--- src/design/memMuxPkg.sv ---
`default_nettype none

package memMuxPkg;

	// --------------------------------------------------
	// widths
	// --------------------------------------------------
	localparam int numClients = 5;
	localparam int addrW = 45;
	localparam int dataW = 64;
	localparam int beW = 8;
	localparam int localTagW = 13;
	localparam int chanW = 3;
	localparam int fifoDepth = 16;
	localparam int fifoCntW = 4;

	// sdram sits between the two address limits
	localparam logic [addrW-1:0] flashLimit = 45'h040000000;
	localparam logic [addrW-1:0] ioBase = 45'h1FFFFFFF0000;

	// --------------------------------------------------
	// encodings
	// --------------------------------------------------
	typedef enum logic {
		cmdWrite = 1'b0,
		cmdRead = 1'b1
	} busCmd_t;

	typedef enum logic [1:0] {
		sizeByte,
		sizeHalf,
		sizeWord,
		sizeDword
	} accessSize_t;

	typedef enum logic [1:0] {
		tgtFlash,
		tgtSdram,
		tgtIo
	} memTarget_t;

	// --------------------------------------------------
	// bundles
	// --------------------------------------------------
	typedef struct packed {
		logic [2:0] offset;
		accessSize_t size;
		logic [chanW-1:0] channel;
		logic [localTagW-1:0] localTag;
	} busTag_t;

	typedef struct packed {
		busCmd_t cmd;
		accessSize_t size;
		logic [addrW-1:0] addr;
		logic [dataW-1:0] data;
		logic [localTagW-1:0] tag;
	} clientReq_t;

	typedef struct packed {
		busCmd_t cmd;
		logic [addrW-1:0] addr;
		logic [beW-1:0] be;
		busTag_t tag;
		logic [dataW-1:0] data;
	} busReq_t;

	typedef struct packed {
		busTag_t tag;
		logic [dataW-1:0] data;
	} retBeat_t;

	typedef struct packed {
		logic [dataW-1:0] data;
		logic [localTagW-1:0] tag;
		accessSize_t size;
	} clientRet_t;

endpackage : memMuxPkg

`default_nettype wire

--- src/design/requestArbiter.sv ---
`timescale 1ns/100ps
`default_nettype none

module requestArbiter import memMuxPkg::*; (
	input wire CLK,
	input wire RESETn,
	input wire [numClients-1:0] clientAct,
	input wire clientReq_t clientReq [numClients],
	input wire flashNext,
	input wire sdramNext,
	input wire ioNext,
	output logic [numClients-1:0] clientNext,
	output busReq_t busReq,
	output logic flashAct,
	output logic sdramAct,
	output logic ioAct
);

	logic issueFree;
	logic anyAct;
	logic blocked;
	logic [chanW-1:0] grantChan;
	clientReq_t selReq;
	logic [beW-1:0] fieldMask;
	busReq_t nextReq;
	memTarget_t nextTarget;

	// --------------------------------------------------
	// handshake and priority grant
	// --------------------------------------------------
	always_comb begin
		// issue register empties when its target takes the command
		issueFree = ~(flashAct | sdramAct | ioAct) | (flashAct & flashNext) |
			(sdramAct & sdramNext) | (ioAct & ioNext);
		anyAct = |clientAct;
		blocked = 1'b0;
		for (int i = 0; i < numClients; i++) begin
			clientNext[i] = issueFree & ~blocked;
			blocked = blocked | clientAct[i];
		end
	end

	// lowest active index wins
	always_comb begin
		grantChan = '0;
		for (int i = numClients - 1; i >= 0; i--) begin
			if (clientAct[i])
				grantChan = chanW'(i);
		end
		selReq = clientReq[grantChan];
	end

	// --------------------------------------------------
	// command encoding
	// --------------------------------------------------
	always_comb begin
		// ones over the naturally aligned field
		case (selReq.size)
			sizeByte: fieldMask = 8'h01 << selReq.addr[2:0];
			sizeHalf: fieldMask = 8'h03 << {selReq.addr[2:1], 1'b0};
			sizeWord: fieldMask = 8'h0F << {selReq.addr[2], 2'b00};
			default: fieldMask = 8'hFF;
		endcase

		nextReq.cmd = selReq.cmd;
		nextReq.addr = selReq.addr;
		nextReq.be = ~fieldMask;
		nextReq.tag.offset = selReq.addr[2:0];
		nextReq.tag.size = selReq.size;
		nextReq.tag.channel = grantChan;
		nextReq.tag.localTag = selReq.tag;

		// write data copied over every lane of its size
		case (selReq.size)
			sizeByte: nextReq.data = {8{selReq.data[7:0]}};
			sizeHalf: nextReq.data = {4{selReq.data[15:0]}};
			sizeWord: nextReq.data = {2{selReq.data[31:0]}};
			default: nextReq.data = selReq.data;
		endcase

		// former system window falls into io
		if (selReq.addr < flashLimit)
			nextTarget = tgtFlash;
		else if (selReq.addr < ioBase)
			nextTarget = tgtSdram;
		else
			nextTarget = tgtIo;
	end

	// --------------------------------------------------
	// issue register
	// --------------------------------------------------
	always_ff @(posedge CLK) begin
		if (!RESETn) begin
			flashAct <= 1'b0;
			sdramAct <= 1'b0;
			ioAct <= 1'b0;
		end else if (issueFree) begin
			flashAct <= anyAct & (nextTarget == tgtFlash);
			sdramAct <= anyAct & (nextTarget == tgtSdram);
			ioAct <= anyAct & (nextTarget == tgtIo);
		end
	end

	// command stays put until accepted
	always_ff @(posedge CLK) begin
		if (issueFree & anyAct)
			busReq <= nextReq;
	end

endmodule : requestArbiter

`default_nettype wire

--- src/design/returnFifo.sv ---
`timescale 1ns/100ps
`default_nettype none

module returnFifo import memMuxPkg::*; #(
	parameter int depth = 16
) (
	input wire CLK,
	input wire RESETn,
	input wire write,
	input wire retBeat_t writeBeat,
	input wire read,
	output retBeat_t readBeat,
	output logic empty,
	output logic [$clog2(depth)-1:0] used
);

	localparam int ptrW = $clog2(depth);
	localparam logic [ptrW:0] fullCount = (ptrW + 1)'(depth);

	retBeat_t mem [depth];
	logic [ptrW-1:0] wrPtr;
	logic [ptrW-1:0] rdPtr;
	logic [ptrW:0] count;
	logic doWrite;
	logic doRead;

	assign doRead = read & ~empty;
	assign doWrite = write & (count != fullCount);
	assign empty = (count == '0);
	// a full fifo reports the top count
	assign used = (count == fullCount) ? '1 : count[ptrW-1:0];
	assign readBeat = mem[rdPtr];

	always_ff @(posedge CLK) begin
		if (doWrite)
			mem[wrPtr] <= writeBeat;
	end

	always_ff @(posedge CLK) begin
		if (!RESETn) begin
			wrPtr <= '0;
			rdPtr <= '0;
			count <= '0;
		end else begin
			if (doWrite)
				wrPtr <= wrPtr + 1'b1;
			if (doRead)
				rdPtr <= rdPtr + 1'b1;
			case ({doWrite, doRead})
				2'b10: count <= count + 1'b1;
				2'b01: count <= count - 1'b1;
				default: count <= count;
			endcase
		end
	end

endmodule : returnFifo

`default_nettype wire

--- src/design/returnMerger.sv ---
`timescale 1ns/100ps
`default_nettype none

module returnMerger import memMuxPkg::*; (
	input wire CLK,
	input wire RESETn,
	input wire sdramRdy,
	input wire retBeat_t sdramRet,
	input wire retBeat_t flashBeat,
	input wire retBeat_t ioBeat,
	input wire flashEmpty,
	input wire ioEmpty,
	input wire [fifoCntW-1:0] flashUsed,
	input wire [fifoCntW-1:0] ioUsed,
	output logic flashRead,
	output logic ioRead,
	output retBeat_t merged,
	output logic mergedValid
);

	logic ioFirst;

	// --------------------------------------------------
	// source select
	// --------------------------------------------------
	always_comb begin
		// fuller fifo goes first and io wins a tie
		ioFirst = ~ioEmpty & (flashEmpty | (ioUsed >= flashUsed));

		// sdram beats have no buffer, so they always win
		ioRead = ~sdramRdy & ioFirst;
		flashRead = ~sdramRdy & ~flashEmpty & ~ioFirst;
	end

	// --------------------------------------------------
	// merged beat register
	// --------------------------------------------------
	always_ff @(posedge CLK) begin
		if (!RESETn)
			mergedValid <= 1'b0;
		else
			mergedValid <= sdramRdy | ioRead | flashRead;
	end

	always_ff @(posedge CLK) begin
		if (sdramRdy)
			merged <= sdramRet;
		else if (ioRead)
			merged <= ioBeat;
		else if (flashRead)
			merged <= flashBeat;
	end

endmodule : returnMerger

`default_nettype wire

--- src/design/returnAligner.sv ---
`timescale 1ns/100ps
`default_nettype none

module returnAligner import memMuxPkg::*; (
	input wire CLK,
	input wire RESETn,
	input wire retBeat_t merged,
	input wire mergedValid,
	output logic [numClients-1:0] clientRdy,
	output clientRet_t clientRet
);

	logic [dataW-1:0] shifted;
	logic [dataW-1:0] aligned;

	// move the addressed field down to bit 0
	always_comb begin
		case (merged.tag.size)
			sizeByte: begin
				shifted = merged.data >> {merged.tag.offset, 3'b000};
				aligned = {{(dataW - 8){1'b0}}, shifted[7:0]};
			end
			sizeHalf: begin
				shifted = merged.data >> {merged.tag.offset[2:1], 4'b0000};
				aligned = {{(dataW - 16){1'b0}}, shifted[15:0]};
			end
			sizeWord: begin
				shifted = merged.data >> {merged.tag.offset[2], 5'b00000};
				aligned = {{(dataW - 32){1'b0}}, shifted[31:0]};
			end
			default: begin
				shifted = merged.data;
				aligned = shifted;
			end
		endcase
	end

	// --------------------------------------------------
	// requester strobes
	// --------------------------------------------------
	always_ff @(posedge CLK) begin
		if (!RESETn) begin
			clientRdy <= '0;
		end else begin
			for (int i = 0; i < numClients; i++)
				clientRdy[i] <= mergedValid & (merged.tag.channel == chanW'(i));
		end
	end

	always_ff @(posedge CLK) begin
		if (mergedValid) begin
			clientRet.data <= aligned;
			clientRet.tag <= merged.tag.localTag;
			clientRet.size <= merged.tag.size;
		end
	end

endmodule : returnAligner

`default_nettype wire

--- src/design/memMux.sv ---
`timescale 1ns/100ps
`default_nettype none

module memMux import memMuxPkg::*; (
	input wire CLK,
	input wire RESETn,

	// requester side
	input wire [numClients-1:0] clientAct,
	output logic [numClients-1:0] clientNext,
	input wire clientReq_t clientReq [numClients],
	output logic [numClients-1:0] clientRdy,
	output clientRet_t clientRet,

	// target side
	output busReq_t busReq,
	input wire flashNext,
	input wire sdramNext,
	input wire ioNext,
	output logic flashAct,
	output logic sdramAct,
	output logic ioAct,
	input wire flashRdy,
	input wire sdramRdy,
	input wire ioRdy,
	input wire retBeat_t flashRet,
	input wire retBeat_t sdramRet,
	input wire retBeat_t ioRet
);

	retBeat_t flashHead;
	retBeat_t ioHead;
	logic flashEmpty;
	logic ioEmpty;
	logic flashRead;
	logic ioRead;
	logic [fifoCntW-1:0] flashUsed;
	logic [fifoCntW-1:0] ioUsed;
	retBeat_t merged;
	logic mergedValid;

	// --------------------------------------------------
	// request path
	// --------------------------------------------------
	requestArbiter arbiter (
		.CLK(CLK),
		.RESETn(RESETn),
		.clientAct(clientAct),
		.clientReq(clientReq),
		.flashNext(flashNext),
		.sdramNext(sdramNext),
		.ioNext(ioNext),
		.clientNext(clientNext),
		.busReq(busReq),
		.flashAct(flashAct),
		.sdramAct(sdramAct),
		.ioAct(ioAct)
	);

	// --------------------------------------------------
	// return path
	// --------------------------------------------------
	returnFifo #(.depth(fifoDepth)) flashFifo (
		.CLK(CLK),
		.RESETn(RESETn),
		.write(flashRdy),
		.writeBeat(flashRet),
		.read(flashRead),
		.readBeat(flashHead),
		.empty(flashEmpty),
		.used(flashUsed)
	);

	returnFifo #(.depth(fifoDepth)) ioFifo (
		.CLK(CLK),
		.RESETn(RESETn),
		.write(ioRdy),
		.writeBeat(ioRet),
		.read(ioRead),
		.readBeat(ioHead),
		.empty(ioEmpty),
		.used(ioUsed)
	);

	returnMerger merger (
		.CLK(CLK),
		.RESETn(RESETn),
		.sdramRdy(sdramRdy),
		.sdramRet(sdramRet),
		.flashBeat(flashHead),
		.ioBeat(ioHead),
		.flashEmpty(flashEmpty),
		.ioEmpty(ioEmpty),
		.flashUsed(flashUsed),
		.ioUsed(ioUsed),
		.flashRead(flashRead),
		.ioRead(ioRead),
		.merged(merged),
		.mergedValid(mergedValid)
	);

	returnAligner aligner (
		.CLK(CLK),
		.RESETn(RESETn),
		.merged(merged),
		.mergedValid(mergedValid),
		.clientRdy(clientRdy),
		.clientRet(clientRet)
	);

endmodule : memMux

`default_nettype wire

--- config.mk ---
export PLATFORM = sky130hd
export DESIGN_NAME = memMux
export DESIGN_NICKNAME = d
export VERILOG_FILES = /design/src/design/memMuxPkg.sv /design/src/design/requestArbiter.sv /design/src/design/returnFifo.sv /design/src/design/returnMerger.sv /design/src/design/returnAligner.sv /design/src/design/memMux.sv
export SDC_FILE = /design/constraint.sdc
export NUM_CORES = 2
export LEC_CHECK = 0
export ABC_AREA = 0
export BUFFER_PORTS_ARGS = -buffer_cell sky130_fd_sc_hd__buf_2
export CORE_MARGIN = 3
export CORE_UTILIZATION = 64
export CTS_CLUSTER_SIZE = 20
export DETAILED_ROUTE_END_ITERATION = 10
export PLACE_DENSITY = 0.89
export SLEW_MARGIN = 20
export SYNTH_ARGS = -nofsm -noshare
export SYNTH_HDL_FRONTEND = slang
export SYNTH_SLANG_ARGS = --single-unit
--- constraint.sdc ---
create_clock -name CLK -period 27.7 [get_ports CLK]
set_clock_uncertainty 0.1 [all_clocks]
set_input_delay 4.155 -clock CLK [delete_from_list [all_inputs] [get_ports CLK]]
set_output_delay 4.155 -clock CLK [all_outputs]
set_load 0.03 [all_outputs]
==> results of run 1 <==
==> Yosys cell counts (all sizes together), types with 12 or more instances <==
cell type,n
xnor2,12
mux2i,142
nand2,401
inv,51
o22ai,28
nor2b,26
nand3,39
buf,174
a21o,13
nor3b,14
ha,20
nor4,12
mux4,951
nand2b,19
a31oi,19
o21ai,133
and2,30
and3,39
a21boi,30
edfxtp,3020
a21oi,58
a22oi,15
dfxtp,43
nor2,83
clkbuf,169
nor3,16
==> through the flow <==
step                hold slack, ps  setup WS, ps  area (um2)  cells  util (%)
CTS                            330         17550      141000   9641      73.9
detailed placement             305         17560      131000   9104      68.8
global placement               302         17580      131000   9104      68.8
floorplan                      300         15650      123000   5692         -
==> kinds of logic after synthesis <==
family	synth area share, %
flops	74.6
mux	18.8
simple gates	2.64
buf+inv	1.55
compound gates	1.99
fa+ha+maj	0.204
xor+xnor	0.136
==> impl_results.md, run 1 <==
- Starting Density: 64.4%
- Row count: 160
- Synth Instances: 5692
- Die X: 444 um
- CTS Sinks: approximately 3100
- Port Buffers: 1123
- Root buffer cell: clkbuf_16
- Tool error: [ERROR GRT-0228] Horizontal edge usage exceeds the maximum allowed. (26, 60) usage=65535 limit=3200
- Post-CTS sizing: 0
- EDFF count, synth: 3020
- Clock buffer depth: 4
- Stop stage: 5_1_grt
- DP HPWL: 319000 um
- Die height: roughly 440 um
- H-tree levels: 5
- TritonCTS Buffers: 311
- Initial antenna violation count: 362
- IO Pins: ~1100
- Yosys reg bits: 3063
- Main synth FF type: edfxtp_1
- Average size of a mapped cell: about 22 um2
- Status: aborted with a tool error
- Area leader, netlist: edfxtp_1
- Cell area after synthesis: 123000 um2
- # hold bufs at CTS: 0
- Synth top area cells: edfxtp_1, mux4_2, nand2_1, mux2i_1, dfxtp_1
- Pin count of the biggest net entering global routing: 159
- Distinct cells, synth: 87
- Post-CTS Setup Bufs: 0
- GPL Wtd Cong: 1.05
- Ys async rst share: 0%
- Seq/Total Area, Yosys: 74.6%
- Ys Warns: 0
- Syn nets: about 6600
- Yosys top cell area share: 73.9%
==> run 2, diff against run 1 <==
- CORE_UTILIZATION: 64 -> 40
- CTS_CLUSTER_SIZE: 20 -> default
- PLACE_DENSITY: 0.89 -> default
- PLACE_DENSITY_LB_ADDON: default -> 0.15
==> impl_results.md, run 2 <==
- Status: complete, no violations
- Arr. time, crit path: 6020 ps
- Met2 Wirelength: 231000 um
- Post-CTS sizing: 0
- Die X: 560 um
- Post-Synth Adder-Cell Area: 0.204%
- M1 WL: roughly 160000 um
- DR vias: 65200
- Max incr delay on CP: 530 ps
- IO Pins: 1124
- Max Fanout on Critical Path: 4
- Most frequent cell after synthesis: edfxtp_1
- Total chip power: between 10 and 15 mW
- WL met3: 26400 um
- Clk Latency, worst-skew pair: 920 ps
- Area of the multi-input gates: 29500 um2
- R2r setup slk: about 22000 ps
- Core Region: 304000 um2
- Final Util: roughly 47%
- Hold EP: aligner.clientRet[7]$_DFFE_PP_
- All-layer global routing usage: 28.1%
- Seq/Total Area, Yosys: 74.6%
- Most frequent cells in the layout: edfxtp_1, buf_2, mux4_2
- Combinational family with the most area after synthesis: multiplexers
- # hold bufs at CTS: 0
- WS Path Type: in2out
- Critical path endpoint category: output port
- Area occupied by registers: ~90000 um2
- CTS tree: yes
- Power Density: 86.7 nW/um2
- Placed cells: 10700
- Hold Path Depth: 0
- Port Buffers: around 1100
- Die height: 560 um
- Maximum operating frequency: a little under 100 MHz
- Area post-placement: 133000 um2
- P_sw: 3.59 mW
- Nets@finish: 7847
- Design Area, Final: 144000 um2
- Critical Path RT: 23440 ps
- Family with the most delay on the worst path: compound AO/OA/AOI/OAI gates
- Ys Warns: 0
- Synth Instances: 5692
- H-tree levels: 5
- P_int: 8.89 mW
- Main synth FF type: edfxtp_1
- Post-CTS Setup Bufs: 0
- Multiplexer share of the synthesized area: 18.8%
- Drt first pass iters: 7
- Syn nets: 6605
- Post-synthesis compound-gate area fraction: under 10%
- Cell area after synthesis: 123000 um2
- Area growth, synth to finish: 17.5%
- Final worst slack: 17430 ps
- Routed vias/inst: 5.70
- Fillers: roughly 26000
- Final Instance Count excl. Fillers: 11400
- Min-delay src: merger.merged[69]$_DFFE_PP_
- Die area: roughly 310000 um2
- HP Class: reg2reg
- Row count: a little over 200
- Critical Path, Cell by Cell: buf_2 -> a222oi_1 -> buf_2 -> o31a_1 -> inv_1 -> nand2_1 -> nor3_1 -> buf_2
- Root buffer cell: clkbuf_16
- Sw Ratio: 28.8%
- Average size of a mapped cell: 21.5 um2
- Pre-CTS setup slack: 17490 ps
- GPL Wtd Cong: 1.01
- Layout cells sized above 1: 38.1%
- Buf+Inv Stages, Crit Path: 4
- Setup TNS: 0 ps
- Worst R2R Path Depth: 8
- DRC: 0
- Starting Density: 40.3%
- DR WL/cell: 39.0 um
- Most frequent cells after synthesis: edfxtp_1, mux4_2, nand2_1, clkbuf_1, mux2i_1
- Wirelength, routed: around 450000 um
- Rel. slew slack: 26.9%
- First-pass GRT wire length: 597000 um
- Fin crit share: 37.1%
- Crit start category: input port
- Initial antenna violation count: about 280
- Vias in the first global route: 65900
- Slew of the pin with the lowest slew margin: 1100 ps
- Area leader, netlist: edfxtp_1
- Sequential share of power: 45.7%
- Distinct cells, synth: 87
- RSZ-0062 raised after global routing: false
- Clk pwr share: a little over a third
- Critical Path Stages: 8
- Most common cell after layout, fill and taps aside: edfxtp_1
- Synth Area in XOR/XNOR: less than 1%
- Yosys reg bits: 3063
- Gate power share: 19.6%
- Antenna viol nets, final: 0
- Final Slew Violations: 0
- Pin count of the biggest net entering global routing: between 100 and 150
- Max Cap Violations: 0
- Ys async rst share: 0%
- Final Hold Fails: 0
- CTS Sinks: 3063
- Cell mode on critical path: buf_2
- Slowest-stage cell, CP: o31a_1
- DP HPWL: 302000 um
- Uppermost layer routed: met5
- Synth top area cells: edfxtp_1, mux4_2, nand2_1, mux2i_1, dfxtp_1
- Final setup viols: 0
- Maximum vdd ir drop: 0.0845 mV
- Grt total ovfl: 0
- Clock buffer depth: 4
- EDFF count, synth: 3020
- Yosys top cell area share: 73.9%
- Reg2reg end: merger.merged[54]$_DFFE_PP_
- Leak: 47.2 nW
- Synth Area in Simple Gates: 2.64%
- Worst hold slack: about 320 ps
- Clock transition at path regs: about 60 ps
- Biggest regs: flashFifo.mem: 1360 flops, ioFifo.mem: 1360 flops, arbiter.busReq: 136 flops
- TritonCTS Buffers: approximately 330
- Detailed router's first-iteration violation count: roughly 6900
- Period minus WS final: 10270 ps
==> run 2: area by class of cell <==
class | count | area share [%]
Antenna cell | 156 | 0.271
Clock buffer | 419 | 6.15
Clock inverter | 184 | 1.17
Inverter | 54 | 0.142
Multi-Input combinational cell | 2230 | 20.5
Sequential cell | 3063 | 63.6
Tap cell | 4080 | 3.54
Timing Repair Buffer | 1253 | 4.71
==> run 2: kinds of logic after synthesis <==
logic type               count (synthesis)
multiplexers                          1103
flip-flops                            3063
adder cells (fa/ha/maj)                 20
AO/OA/AOI/OAI                          384
XOR/XNOR                                19
AND/OR/NAND/NOR                        704
buffers and inverters                  399
==> run 2: how the worst max path moves through the flow <==
stage                       startpoint                          to  slack (ps)
after floorplan           clientAct[3]  arbiter.ioAct$_SDFFE_PN0P_       15650
after global placement       flashNext               clientNext[4]       16930
after detailed placement     flashNext               clientNext[4]       17490
after CTS                    flashNext               clientNext[4]       17480
after global routing         flashNext               clientNext[4]       17430
final                        flashNext               clientNext[4]       17430
==> run 2: metal layers <==
metal / vias to the layer above / track usage [%]
li1: 26600 / -
met1: 34900 / 33.1
met2: 2691 / 48.8
met3: 929 / 5.03
met4: 88 / 15.4
met5: - / 0
==> run 2: power groups by stage <==
stage / Clock, mW / Sequential, mW / Combinational (mW)
2_1_floorplan: 0 / 5.83 / 1.39
3_3_place_gp: 0 / 5.80 / 2.48
3_5_place_dp: 0 / 5.80 / 2.50
4_1_cts: 4.42 / 5.71 / 2.50
5_1_grt: 4.60 / 5.71 / 2.58
6_report: 4.33 / 5.70 / 2.45
Note: power is estimated with default switching activity, not from simulation.
